File: src/isa_pkg.sv
// isa definitions for the integer execute stage
// instruction formats, the decoded instruction word,
// function and operand-select codes, branch conditions
package isa_pkg;

	// one struct per instruction format, msb first
	typedef struct packed {
		logic [6:0] funct7;
		logic [4:0] rs2;
		logic [4:0] rs1;
		logic [2:0] funct3;
		logic [4:0] rd;
		logic [6:0] opcode;
	} r_fmt_t;

	typedef struct packed {
		logic [11:0] imm;
		logic [4:0]  rs1;
		logic [2:0]  funct3;
		logic [4:0]  rd;
		logic [6:0]  opcode;
	} i_fmt_t;

	typedef struct packed {
		logic [6:0] imm_hi;
		logic [4:0] rs2;
		logic [4:0] rs1;
		logic [2:0] funct3;
		logic [4:0] imm_lo;
		logic [6:0] opcode;
	} s_fmt_t;

	typedef struct packed {
		logic       imm12;
		logic [5:0] imm10_5;
		logic [4:0] rs2;
		logic [4:0] rs1;
		logic [2:0] funct3;
		logic [3:0] imm4_1;
		logic       imm11;
		logic [6:0] opcode;
	} b_fmt_t;

	typedef struct packed {
		logic [19:0] imm;
		logic [4:0]  rd;
		logic [6:0]  opcode;
	} u_fmt_t;

	typedef struct packed {
		logic       imm20;
		logic [9:0] imm10_1;
		logic       imm11;
		logic [7:0] imm19_12;
		logic [4:0] rd;
		logic [6:0] opcode;
	} j_fmt_t;

	// same 32-bit word, read per format
	typedef union packed {
		r_fmt_t r;
		i_fmt_t i;
		s_fmt_t s;
		b_fmt_t b;
		u_fmt_t u;
		j_fmt_t j;
	} inst_t;

	typedef enum logic [3:0] {
		ALU_ADD    = 4'h0,
		ALU_SUB    = 4'h1,
		ALU_AND    = 4'h2,
		ALU_OR     = 4'h3,
		ALU_XOR    = 4'h4,
		ALU_SLT    = 4'h5,
		ALU_SLTU   = 4'h6,
		ALU_SLL    = 4'h7,
		ALU_SRL    = 4'h8,
		ALU_SRA    = 4'h9,
		ALU_MUL    = 4'ha,
		ALU_MULH   = 4'hb,
		ALU_MULHSU = 4'hc,
		ALU_MULHU  = 4'hd
	} alu_func_t;

	typedef enum logic [1:0] {
		OPA_IS_RS1  = 2'h0,
		OPA_IS_NPC  = 2'h1,
		OPA_IS_PC   = 2'h2,
		OPA_IS_ZERO = 2'h3
	} opa_sel_t;

	typedef enum logic [2:0] {
		OPB_IS_RS2   = 3'h0,
		OPB_IS_I_IMM = 3'h1,
		OPB_IS_S_IMM = 3'h2,
		OPB_IS_B_IMM = 3'h3,
		OPB_IS_U_IMM = 3'h4,
		OPB_IS_J_IMM = 3'h5
	} opb_sel_t;

	// conditional branch funct3
	localparam logic [2:0] BR_BEQ  = 3'b000;
	localparam logic [2:0] BR_BNE  = 3'b001;
	localparam logic [2:0] BR_BLT  = 3'b100;
	localparam logic [2:0] BR_BGE  = 3'b101;
	localparam logic [2:0] BR_BLTU = 3'b110;
	localparam logic [2:0] BR_BGEU = 3'b111;

endpackage

File: src/ex_pkg.sv
// execute stage datapath definitions
// widths, queue depths, credit counts and the records
// passed between the execute blocks
package ex_pkg;

	localparam int XLEN        = 32;
	localparam int SHAMT_W     = 5;
	localparam int TAG_W       = 6;
	localparam int MULT_STAGES = 4;
	// multiplier bits consumed per stage
	localparam int MULT_CHUNK  = (2 * XLEN) / MULT_STAGES;
	// one issue credit per slot
	localparam int BUF_DEPTH   = 8;
	localparam int BUS_CREDITS = 2;
	localparam int CNT_W       = 4;

	////////////////////////////////////////
	// records
	////////////////////////////////////////

	// operation as handed over by the issuer
	typedef struct packed {
		logic [TAG_W-1:0]    tag;
		logic [XLEN-1:0]     rs1_value;
		logic [XLEN-1:0]     rs2_value;
		logic [XLEN-1:0]     pc;
		logic [XLEN-1:0]     npc;
		isa_pkg::inst_t      inst;
		isa_pkg::alu_func_t  alu_func;
		isa_pkg::opa_sel_t   opa_sel;
		isa_pkg::opb_sel_t   opb_sel;
		logic                cond_branch;
		logic                uncond_branch;
		logic                predicted_taken;
		logic [XLEN-1:0]     predicted_target;
	} issue_pkt_t;

	// finished value for the result bus
	typedef struct packed {
		logic [TAG_W-1:0] tag;
		logic [XLEN-1:0]  value;
	} result_t;

	// resolved branch for the reorder buffer
	typedef struct packed {
		logic [TAG_W-1:0] tag;
		logic             taken;
		logic             mispredict;
		logic [XLEN-1:0]  target;
	} branch_rec_t;

endpackage

File: src/operand_select.sv
// operand muxes in front of the ALU
// operand A from rs1, pc, npc or zero; operand B from rs2
// or one of the sign-extended immediates
module operand_select (
	input  ex_pkg::issue_pkt_t          issue_pkt,
	output logic [ex_pkg::XLEN-1:0]     opa,
	output logic [ex_pkg::XLEN-1:0]     opb
);
	import ex_pkg::*;
	import isa_pkg::*;

	inst_t           inst;
	logic [XLEN-1:0] i_imm;
	logic [XLEN-1:0] s_imm;
	logic [XLEN-1:0] b_imm;
	logic [XLEN-1:0] u_imm;
	logic [XLEN-1:0] j_imm;

	assign inst = issue_pkt.inst;

	// immediates, each through its own format
	assign i_imm = {{(XLEN-12){inst.i.imm[11]}}, inst.i.imm};
	assign s_imm = {{(XLEN-12){inst.s.imm_hi[6]}}, inst.s.imm_hi, inst.s.imm_lo};
	assign b_imm = {{(XLEN-13){inst.b.imm12}}, inst.b.imm12, inst.b.imm11,
		inst.b.imm10_5, inst.b.imm4_1, 1'b0};
	// upper immediate, low bits zero
	assign u_imm = {inst.u.imm, {(XLEN-20){1'b0}}};
	assign j_imm = {{(XLEN-21){inst.j.imm20}}, inst.j.imm20, inst.j.imm19_12,
		inst.j.imm11, inst.j.imm10_1, 1'b0};

	always_comb begin
		case (issue_pkt.opa_sel)
			OPA_IS_RS1: opa = issue_pkt.rs1_value;
			OPA_IS_NPC: opa = issue_pkt.npc;
			OPA_IS_PC:  opa = issue_pkt.pc;
			default:    opa = '0;
		endcase
	end

	always_comb begin
		case (issue_pkt.opb_sel)
			OPB_IS_RS2:   opb = issue_pkt.rs2_value;
			OPB_IS_I_IMM: opb = i_imm;
			OPB_IS_S_IMM: opb = s_imm;
			OPB_IS_B_IMM: opb = b_imm;
			OPB_IS_U_IMM: opb = u_imm;
			OPB_IS_J_IMM: opb = j_imm;
			// unused encodings
			default:      opb = '0;
		endcase
	end

endmodule

File: config.mk
export PLATFORM = sky130hd
export DESIGN_NAME = operand_select
export DESIGN_NICKNAME = d
export VERILOG_FILES = /design/src/isa_pkg.sv /design/src/ex_pkg.sv /design/src/operand_select.sv
export SDC_FILE = /design/constraint.sdc
export NUM_CORES = 1
export LEC_CHECK = 0
export BUFFER_PORTS_ARGS = -buffer_cell sky130_fd_sc_hd__buf_2
export CORE_AREA = 2 2 106 108
export DETAILED_ROUTE_END_ITERATION = 6
export DIE_AREA = 0 0 108 110
export GPL_TIMING_DRIVEN = 0
export PLACE_DENSITY = 0.44
export REMOVE_ABC_BUFFERS = 1
export SYNTH_ARGS = -nofsm -noshare
export SYNTH_HDL_FRONTEND = slang
export SYNTH_SLANG_ARGS = --single-unit
File: constraint.sdc
create_clock -name vclk -period 0.8
set_input_delay 0.08 -clock vclk [all_inputs]
set_output_delay 0.08 -clock vclk [all_outputs]
set_load 0.05 [all_outputs]
==> results_dict.tcl, run 1 <==
set metrics [dict create \
    status "finished, violations left" \
    violations "negative setup slack" \
    die_area_um2 11900 \
    final_cell_mix "152 x buf_2, 61 x buf_6, 31 x o21ai_2" \
    min_period_ps 1070 \
    startpoint_type "input port" \
    relSlewSlack_pct 80.2 \
    layout_worst_path_cycle_share_pct 133 \
    drtIter0Drc 92 \
    cts_hold_buf 0 \
    vias 2807 \
    power.density_nw_per_um2 876 \
    synth_cell_type_count 19 \
    ys_seq_area_share_pct 0 \
    cap_viol_max_count 0 \
    grt_pass1_vias 2874 \
    cp_max_fo 16 \
    rsz0062_at_grt "yes" \
    nFlopsAndLatches 0 \
    tightest_slew_ps 288 \
    netlist_area_um2 1350 \
    die_x_um 108 \
    core_um2 10700 \
    syn2layout_area_growth_pct 195 \
    detail-route-antenna-nets 0 \
    grt_start_max_net_pins 19 \
    routedWlPerCell_um 17.6 \
    swShare_pct 58.3 \
    wirelength_um 10500 \
    p_clk_share_pct 0 \
    clkbuf_count 0 \
    peakVddDrop_uv 541 \
    synth_area_leaders "mux2i_1 25%, o21ai_0 16%, nand2_1 14%" \
    setup_ws_ps -267 \
    syn_avg_cell_area_um2 5.77 \
    p_leak_nw 2.00 \
    grt_usage_pct 15.6 \
    firstDrtPassIters 4 \
    port_buffers 222 \
    p_int_w 0.00145 \
    antenna_found_initial 0 \
    grt_overflow 0 \
    regArea_um2 0 \
    routabilityCongestion 0.809 \
    yosysTopAreaCell "mux2i_1" \
    critical_path_class "input port to primary output" \
    die_h_um 110 \
    rows 38 \
    postLayoutCoreUtil_pct 37.0 \
    grt_pass1_wl_um 14600 \
    cp-end-kind "primary output" \
    layout_commonest_cell "buf_2" \
    hold_class "input port to primary output" \
    fmax_mhz 937 \
    p_comb_share_pct 100.0 \
    p_switching_w 0.00202 \
    design_area_um2 3960 \
    arrival_ps 990 \
    pwr-share-seq_pct 0 \
    antenna_cells 0 \
    num_io_pins 274 \
    synthCells 233 \
    setup_viol 64 \
    drc 0 \
    hold_depth 4 \
    dp_hpwl_um 6820 \
    nets 667 \
    synth_warnings 0 \
    slew_viol_final 0 \
    viasPerCell 4.72 \
    synthDominantCellAreaShare_pct 24.6 \
    finalHoldViolCount 0 \
    worstPathRequired_ps 720 \
    postPlaceCellArea_um2 2510 \
    drive_gt1_share_pct 75.4 \
    initial_core_util_pct 12.6 \
]
==> worst max-delay path, cell delays in order <==
cell and delay [ps]:
buf_16 140, nor2_4 120, buf_6 160, a21oi_1 110, o22ai_1 150, buf_4 220
==> through the flow <==
stage                     hold slack [ps]  std cells  setup TNS [ps]  total power [W]  setup slack, ps
after floorplan                       336        205          -75750          0.00145            -1560
after global placement                552        567         -117150          0.00234            -2070
after detailed placement              560        569          -60120          0.00237            -1220
after CTS                             490        591          -12480          0.00330             -271
after global routing                  513        595          -15630          0.00361             -314
final                                 492        595          -12950          0.00347             -267
==> what timing repair did <==
| item | in CTS | in global routing |
|---|---|---|
| setup buffers | 15 | 3 |
| gates resized for setup | 297 | 44 |
| setup endpoints to repair | 64 | 64 |
| gates cloned | 7 | 1 |
| pin swaps | 29 | 16 |
==> final cells by class <==
cell class                      count  area, um2
Timing Repair Buffer              250       2040
Fill cell                        1060       6740
Multi-Input combinational cell    205       1750
Tap cell                          140        175
==> logic make-up after synthesis <==
family                    count (synthesis)  synth area share [%]
and+or+nand+nor                          63                  19.5
AOI/OAI and AO/OA                       108                  43.7
muxes                                    33                  24.6
xor gates and xnor gates                  1                 0.651
buffers and inverters                    28                  11.5
==> routing by layer <==
metal / routed length (um) / GRT usage, % / share of wire [%]
met2: 5430 / 31.9 / 52
met3: 1170 / 3.17 / 11
met1: 3340 / 14.7 / 32
met4: 540 / 7.33 / 5.2
met5: 0 / 0 / 0
==> path summary, 6_finish.rpt <==
kind | start | to | slack, ps
setup / recovery | issue_pkt[36] | opb[24] | -270
hold / removal | issue_pkt[93] | opa[17] | 490
==> cell usage after synthesis <==
cell,number
a21oi_1,32
a22oi_1,11
and2_1,2
and3_1,2
buf_1,1
buf_2,10
buf_4,10
clkbuf_1,7
mux2i_1,33
nand2_1,50
nand2b_1,1
nand3b_1,1
nor2_1,3
nor2b_1,4
o21a_1,2
o21ai_0,44
o21ai_1,7
o22ai_1,12
xor2_1,1
==> power groups by stage <==
| stage | Combinational (W) | Clock, W | Sequential (W) |
|---|---|---|---|
| 2_1_floorplan | 0.00145 | 0 | 0 |
| 3_3_place_gp | 0.00234 | 0 | 0 |
| 3_5_place_dp | 0.00237 | 0 | 0 |
| 4_1_cts | 0.00330 | 0 | 0 |
| 5_1_grt | 0.00361 | 0 | 0 |
| 6_report | 0.00347 | 0 | 0 |
(Power assumes the default switching activity.)
==> run 2: changes to the inputs <==
==> constraint.sdc (replaced) <==
create_clock -name vclk -period 0.8
set_input_delay 0.08 -clock vclk [all_inputs]
set_output_delay 0.08 -clock vclk [all_outputs]
set_load 0.02 [all_outputs]
==> run 2 against run 1 <==
Against the previous run:
- the run still ends with negative setup slack left
- non-clock buffer count is 5 higher
- sequential share of layout area unchanged
- core utilization decreased by 0.67 points
- hold slack got worse by 26 ps
- final area shrank 1.8%
- critical path depth is 1 higher
- via count is 2.6% higher
- final cell count up 0.84%
==> results_dict.tcl, run 2 (synthesis results as in run 1) <==
set metrics [dict create \
    status "finished, violations left" \
    violations "negative setup slack" \
    antenna_found_initial 0 \
    nFlopsAndLatches 0 \
    slew_viol_final 0 \
    grt_pass1_wl_um 13800 \
    nets 672 \
    regArea_um2 0 \
    peakVddDrop_uv 345 \
    layout_worst_path_cycle_share_pct 134 \
    power.density_nw_per_um2 704 \
    routedWlPerCell_um 17.6 \
    grt_start_max_net_pins 19 \
    worstPathRequired_ps 720 \
    drc 0 \
    tightest_slew_ps 300 \
    pwr-share-seq_pct 0 \
    grt_overflow 0 \
    cap_viol_max_count 0 \
    startpoint_type "input port" \
    hold_class "input port to primary output" \
    p_int_w 0.00139 \
    viasPerCell 4.80 \
    min_period_ps 1070 \
    cp-endpoint "opb[21]" \
    p_leak_nw 1.94 \
    crit_cells 7 \
    swShare_pct 49.4 \
    crit_chain "buf_16, nor2_4, buf_12, buf_12, a21oi_1, o22ai_1, buf_4" \
    firstDrtPassIters 4 \
    num_io_pins 274 \
    routabilityCongestion 0.809 \
    cp-end-kind "primary output" \
    fill_cells 1072 \
    clkbuf_count 0 \
    relSlewSlack_pct 79.4 \
    layout_commonest_cell "buf_2" \
    drtIter0Drc 115 \
    die_h_um 110 \
    port_buffers 222 \
    cts_hold_buf 0 \
    setup_ws_ps -273 \
    core_um2 10700 \
    rsz0062_at_grt "yes" \
    cpMostUsedCell "buf_12" \
    wirelength_um 10500 \
    vias 2880 \
    die_area_um2 11900 \
    path_delay_family "buffers and inverters" \
    setup_viol 64 \
    arrival_ps 990 \
    critical_path_class "input port to primary output" \
    fmax_mhz 932 \
    initial_core_util_pct 12.6 \
    syn2layout_area_growth_pct 189 \
    holdWs_ps 466 \
    antenna_cells 0 \
    drive_gt1_share_pct 76.3 \
    final_cell_mix "155 x buf_2, 44 x buf_4, 34 x buf_6" \
    grt_usage_pct 14.7 \
    p_clk_share_pct 0 \
    critPathSlowestCell "buf_4" \
    detail-route-antenna-nets 0 \
    rows 38 \
    cp_max_fo 7 \
    p_comb_share_pct 100.0 \
    postLayoutCoreUtil_pct 36.4 \
    cp_num_buf_inv 4 \
    die_x_um 108 \
    p_switching_w 0.00135 \
    critPathLaunch "issue_pkt[36]" \
    dp_hpwl_um 6820 \
    finalHoldViolCount 0 \
    grt_pass1_vias 2722 \
    slowest_delay_ps 180 \
]
-- run 2: cell count changes in the layout (fill, tap and decap cells not counted), moves of 10 or more --
cell	change
nand2_2	+11
o21ai_1	+10
o21ai_2	-10
a21oi_2	+13
buf_6	-27
a21oi_1	-11
nand2_4	-10
buf_4	+26
-- run 2: metrics by stage --
step,area [um2],total power [W],instances,TNS [ps],setup slack (ps)
2_1_floorplan,1190,0.000809,205,-50650,-944
3_3_place_gp,2480,0.00170,567,-110820,-1970
3_5_place_dp,2510,0.00172,569,-55200,-1120
4_1_cts,3380,0.00236,598,-11420,-248
5_1_grt,3890,0.00288,600,-14430,-327
6_report,3890,0.00274,600,-12220,-273
-- run 2: worst min path at each step --
| stage | end | depth (start not counted) | startpoint | slack (ps) |
|---|---|---|---|---|
| after floorplan | opb[0] | 1 | issue_pkt[37] | 240 |
| after global placement | opa[16] | 4 | issue_pkt[92] | 480 |
| after detailed placement | opa[10] | 4 | issue_pkt[86] | 480 |
| after CTS | opa[31] | 4 | issue_pkt[107] | 470 |
| after global routing | opa[14] | 4 | issue_pkt[90] | 480 |
| final | opa[10] | 4 | issue_pkt[86] | 470 |
-- run 2: power by group through the flow --
stage | Clock (W) | Combinational (W) | Sequential (W)
finish | 0 | 0.00274 | 0
floorplan | 0 | 0.000809 | 0
CTS | 0 | 0.00236 | 0
global route | 0 | 0.00288 | 0
detailed placement | 0 | 0.00172 | 0
global placement | 0 | 0.00170 | 0
-- run 2: per-layer routing --
metal	track usage [%]	wire, um
met2	32.2	5790
met1	13.5	3250
met5	0	0
met3	3.06	1160
met4	3.85	322
-- run 2: repair_timing --
action / in CTS / in global routing
buffers inserted: 22 / 3
setup endpoints to repair: 64 / 64
cloned: 7 / 3
resized for setup: 183 / 124
pin swaps: 39 / 41
-- run 2: final cells by class --
cell class,instances,area [um2],area share [%]
repair buffers,255,2010,51.6
multi-input cells,205,1710,43.9
well taps,140,175,4.50
-- run 2: tightest hold or removal path, cell delays in order --
cell,delay (ps)
buf_2,100
nand2_4,50
o21ai_2,50
buf_6,110
==> run 3: changes to the inputs <==
ABC_AREA = 1   (was default)
==> run 3 against run 2 <==
Against the previous run:
- the flow still finishes with violations (negative setup slack)
- global-route usage fell by 0.75 points
- synthesized cell count up 17%
- fmax rose by 3.5%
- routed wire length fell by 7.0%
- via count decreased by 2.2%
- final area increased by 4.3%
- first-iteration DRC count grew 2.6%
- hold slack lost 12 ps
- sequential cell count unchanged
- critical endpoint is now opa[7]
==> results_dict.tcl, run 3 <==
set metrics [dict create \
    final_cell_mix "152 x buf_2, 105 x nand2_1, 70 x buf_6" \
    rsz0062_at_grt "yes" \
    viasPerCell 4.34 \
    cp_max_fo 8 \
    synth_common_cells "175 x nand2_1, 49 x nand3_1, 11 x nand3_2" \
    synth_warnings 0 \
    grt_pass1_wl_um 13400 \
    drc 0 \
    nets 721 \
    synth_area_leaders "nand2_1 52%, nand3_1 19%, nand3_2 8.7%" \
    power.density_nw_per_um2 655 \
    setup_viol 64 \
    syn_avg_cell_area_um2 4.65 \
    grt_overflow 0 \
    tightest_slew_ps 269 \
    setup_tns_ps -11370 \
    min_period_ps 1040 \
    netlist_area_um2 1270 \
    core_um2 10700 \
    startpoint_type "input port" \
    cp_num_buf_inv 4 \
    wirelength_um 9790 \
    drive_gt1_share_pct 78.2 \
    worstPathRequired_ps 720 \
    cap_viol_max_count 0 \
    slowest_delay_ps 210 \
    crit_chain "buf_12, buf_6, nor2_4, clkbuf_16, nand2_2, nand3_2, buf_6" \
    clkbuf_count 0 \
    arrival_ps 960 \
    layout_commonest_cell "buf_2" \
    slew_viol_final 0 \
    critPathLaunch "issue_pkt[39]" \
    die_area_um2 11900 \
    antenna_found_initial 0 \
    grt_start_max_net_pins 25 \
    routedWlPerCell_um 15.1 \
    regArea_um2 0 \
    cpMostUsedCell "buf_6" \
    routabilityCongestion 0.755 \
    hold_class "input port to primary output" \
    cp-end-kind "primary output" \
    relSlewSlack_pct 82.0 \
    peakVddDrop_uv 323 \
    synthCells 273 \
    initial_core_util_pct 11.9 \
    vias 2816 \
    path_delay_family "buffers and inverters" \
    rows 38 \
    antenna_cells 0 \
    critPathSlowestCell "clkbuf_16" \
    nFlopsAndLatches 0 \
    fill_cells 1108 \
    fmax_mhz 965 \
    critical_path_class "input port to primary output" \
    yosysTopAreaCell "nand2_1" \
    synth_cell_type_count 16 \
    min_from "issue_pkt[152]" \
    drtIter0Drc 118 \
    finalHoldViolCount 0 \
    synthDominantCellAreaShare_pct 51.8 \
    status "finished, violations left" \
    detail-route-antenna-nets 0 \
    num_io_pins 274 \
    grt_usage_pct 14.0 \
    dp_hpwl_um 5690 \
    die_x_um 108 \
    die_h_um 110 \
    layout_worst_path_cycle_share_pct 130 \
    grt_pass1_vias 2850 \
    multi_input_area_um2 1840 \
    cts_hold_buf 0 \
    postLayoutCoreUtil_pct 37.9 \
    setup_ws_ps -237 \
    port_buffers 222 \
    synth.most_common_cell "nand2_1" \
    violations "negative setup slack" \
    syn2layout_area_growth_pct 220 \
    firstDrtPassIters 4 \
    p_leak_nw 2.42 \
    ys_seq_area_share_pct 0 \
]
run 3: report_power, final:
| group | internal, W | leakage, nW | switching [W] |
|---|---|---|---|
| sequential | 0 | 0 | 0 |
| combinational | 0.00130 | 2.42 | 0.00136 |
| clock | 0 | 0 | 0 |
run 3: cell type report:
class | count | share of cell area (%)
Inverter | 9 | 1.70
Multi-Input combinational cell | 254 | 45.5
Tap cell | 140 | 4.32
Timing Repair Buffer | 246 | 48.5
run 3: cell families after synthesis:
family / after synthesis / synth area share [%]
simple gates: 249 / 88.6
compound gates: 1 / 0.394
buf+inv: 23 / 11.0
run 3: through the flow:
stage               hold slack, ps  cells  setup WS [ps]  area [um2]  total power, W
global route                   468    649           -263        4060         0.00281
CTS                            454    647           -240        3820         0.00250
detailed placement             470    622           -915        2470         0.00159
global placement               471    621          -1670        2450         0.00159
floorplan                      309    259           -661        1160        0.000814
finish                         454    649           -237        4060         0.00266
run 3: routing by layer:
metal	part of all wire (%)	global-route usage (%)
met1	32	13.4
met2	59	31.3
met3	7.2	1.88
met4	1.4	2.11
met5	0	0
run 3: final timing paths:
check	to	slack, ps	depth (start not counted)
setup / recovery	opa[7]	-240	7
hold / removal	opb[12]	450	4
run 3: worst min-delay path: stages:
cell,delay [ps]
buf_2,80
nand2_2,50
nand3_2,50
buf_6,110
run 3: timing repair:
| item | 4_1_cts | 5_1_grt |
|---|---|---|
| resized for setup | 283 | 59 |
| cloned | 7 | 2 |
| setup endpoints to repair | 64 | 64 |
| pin swaps | 40 | 24 |
| buffers inserted | 18 | 0 |
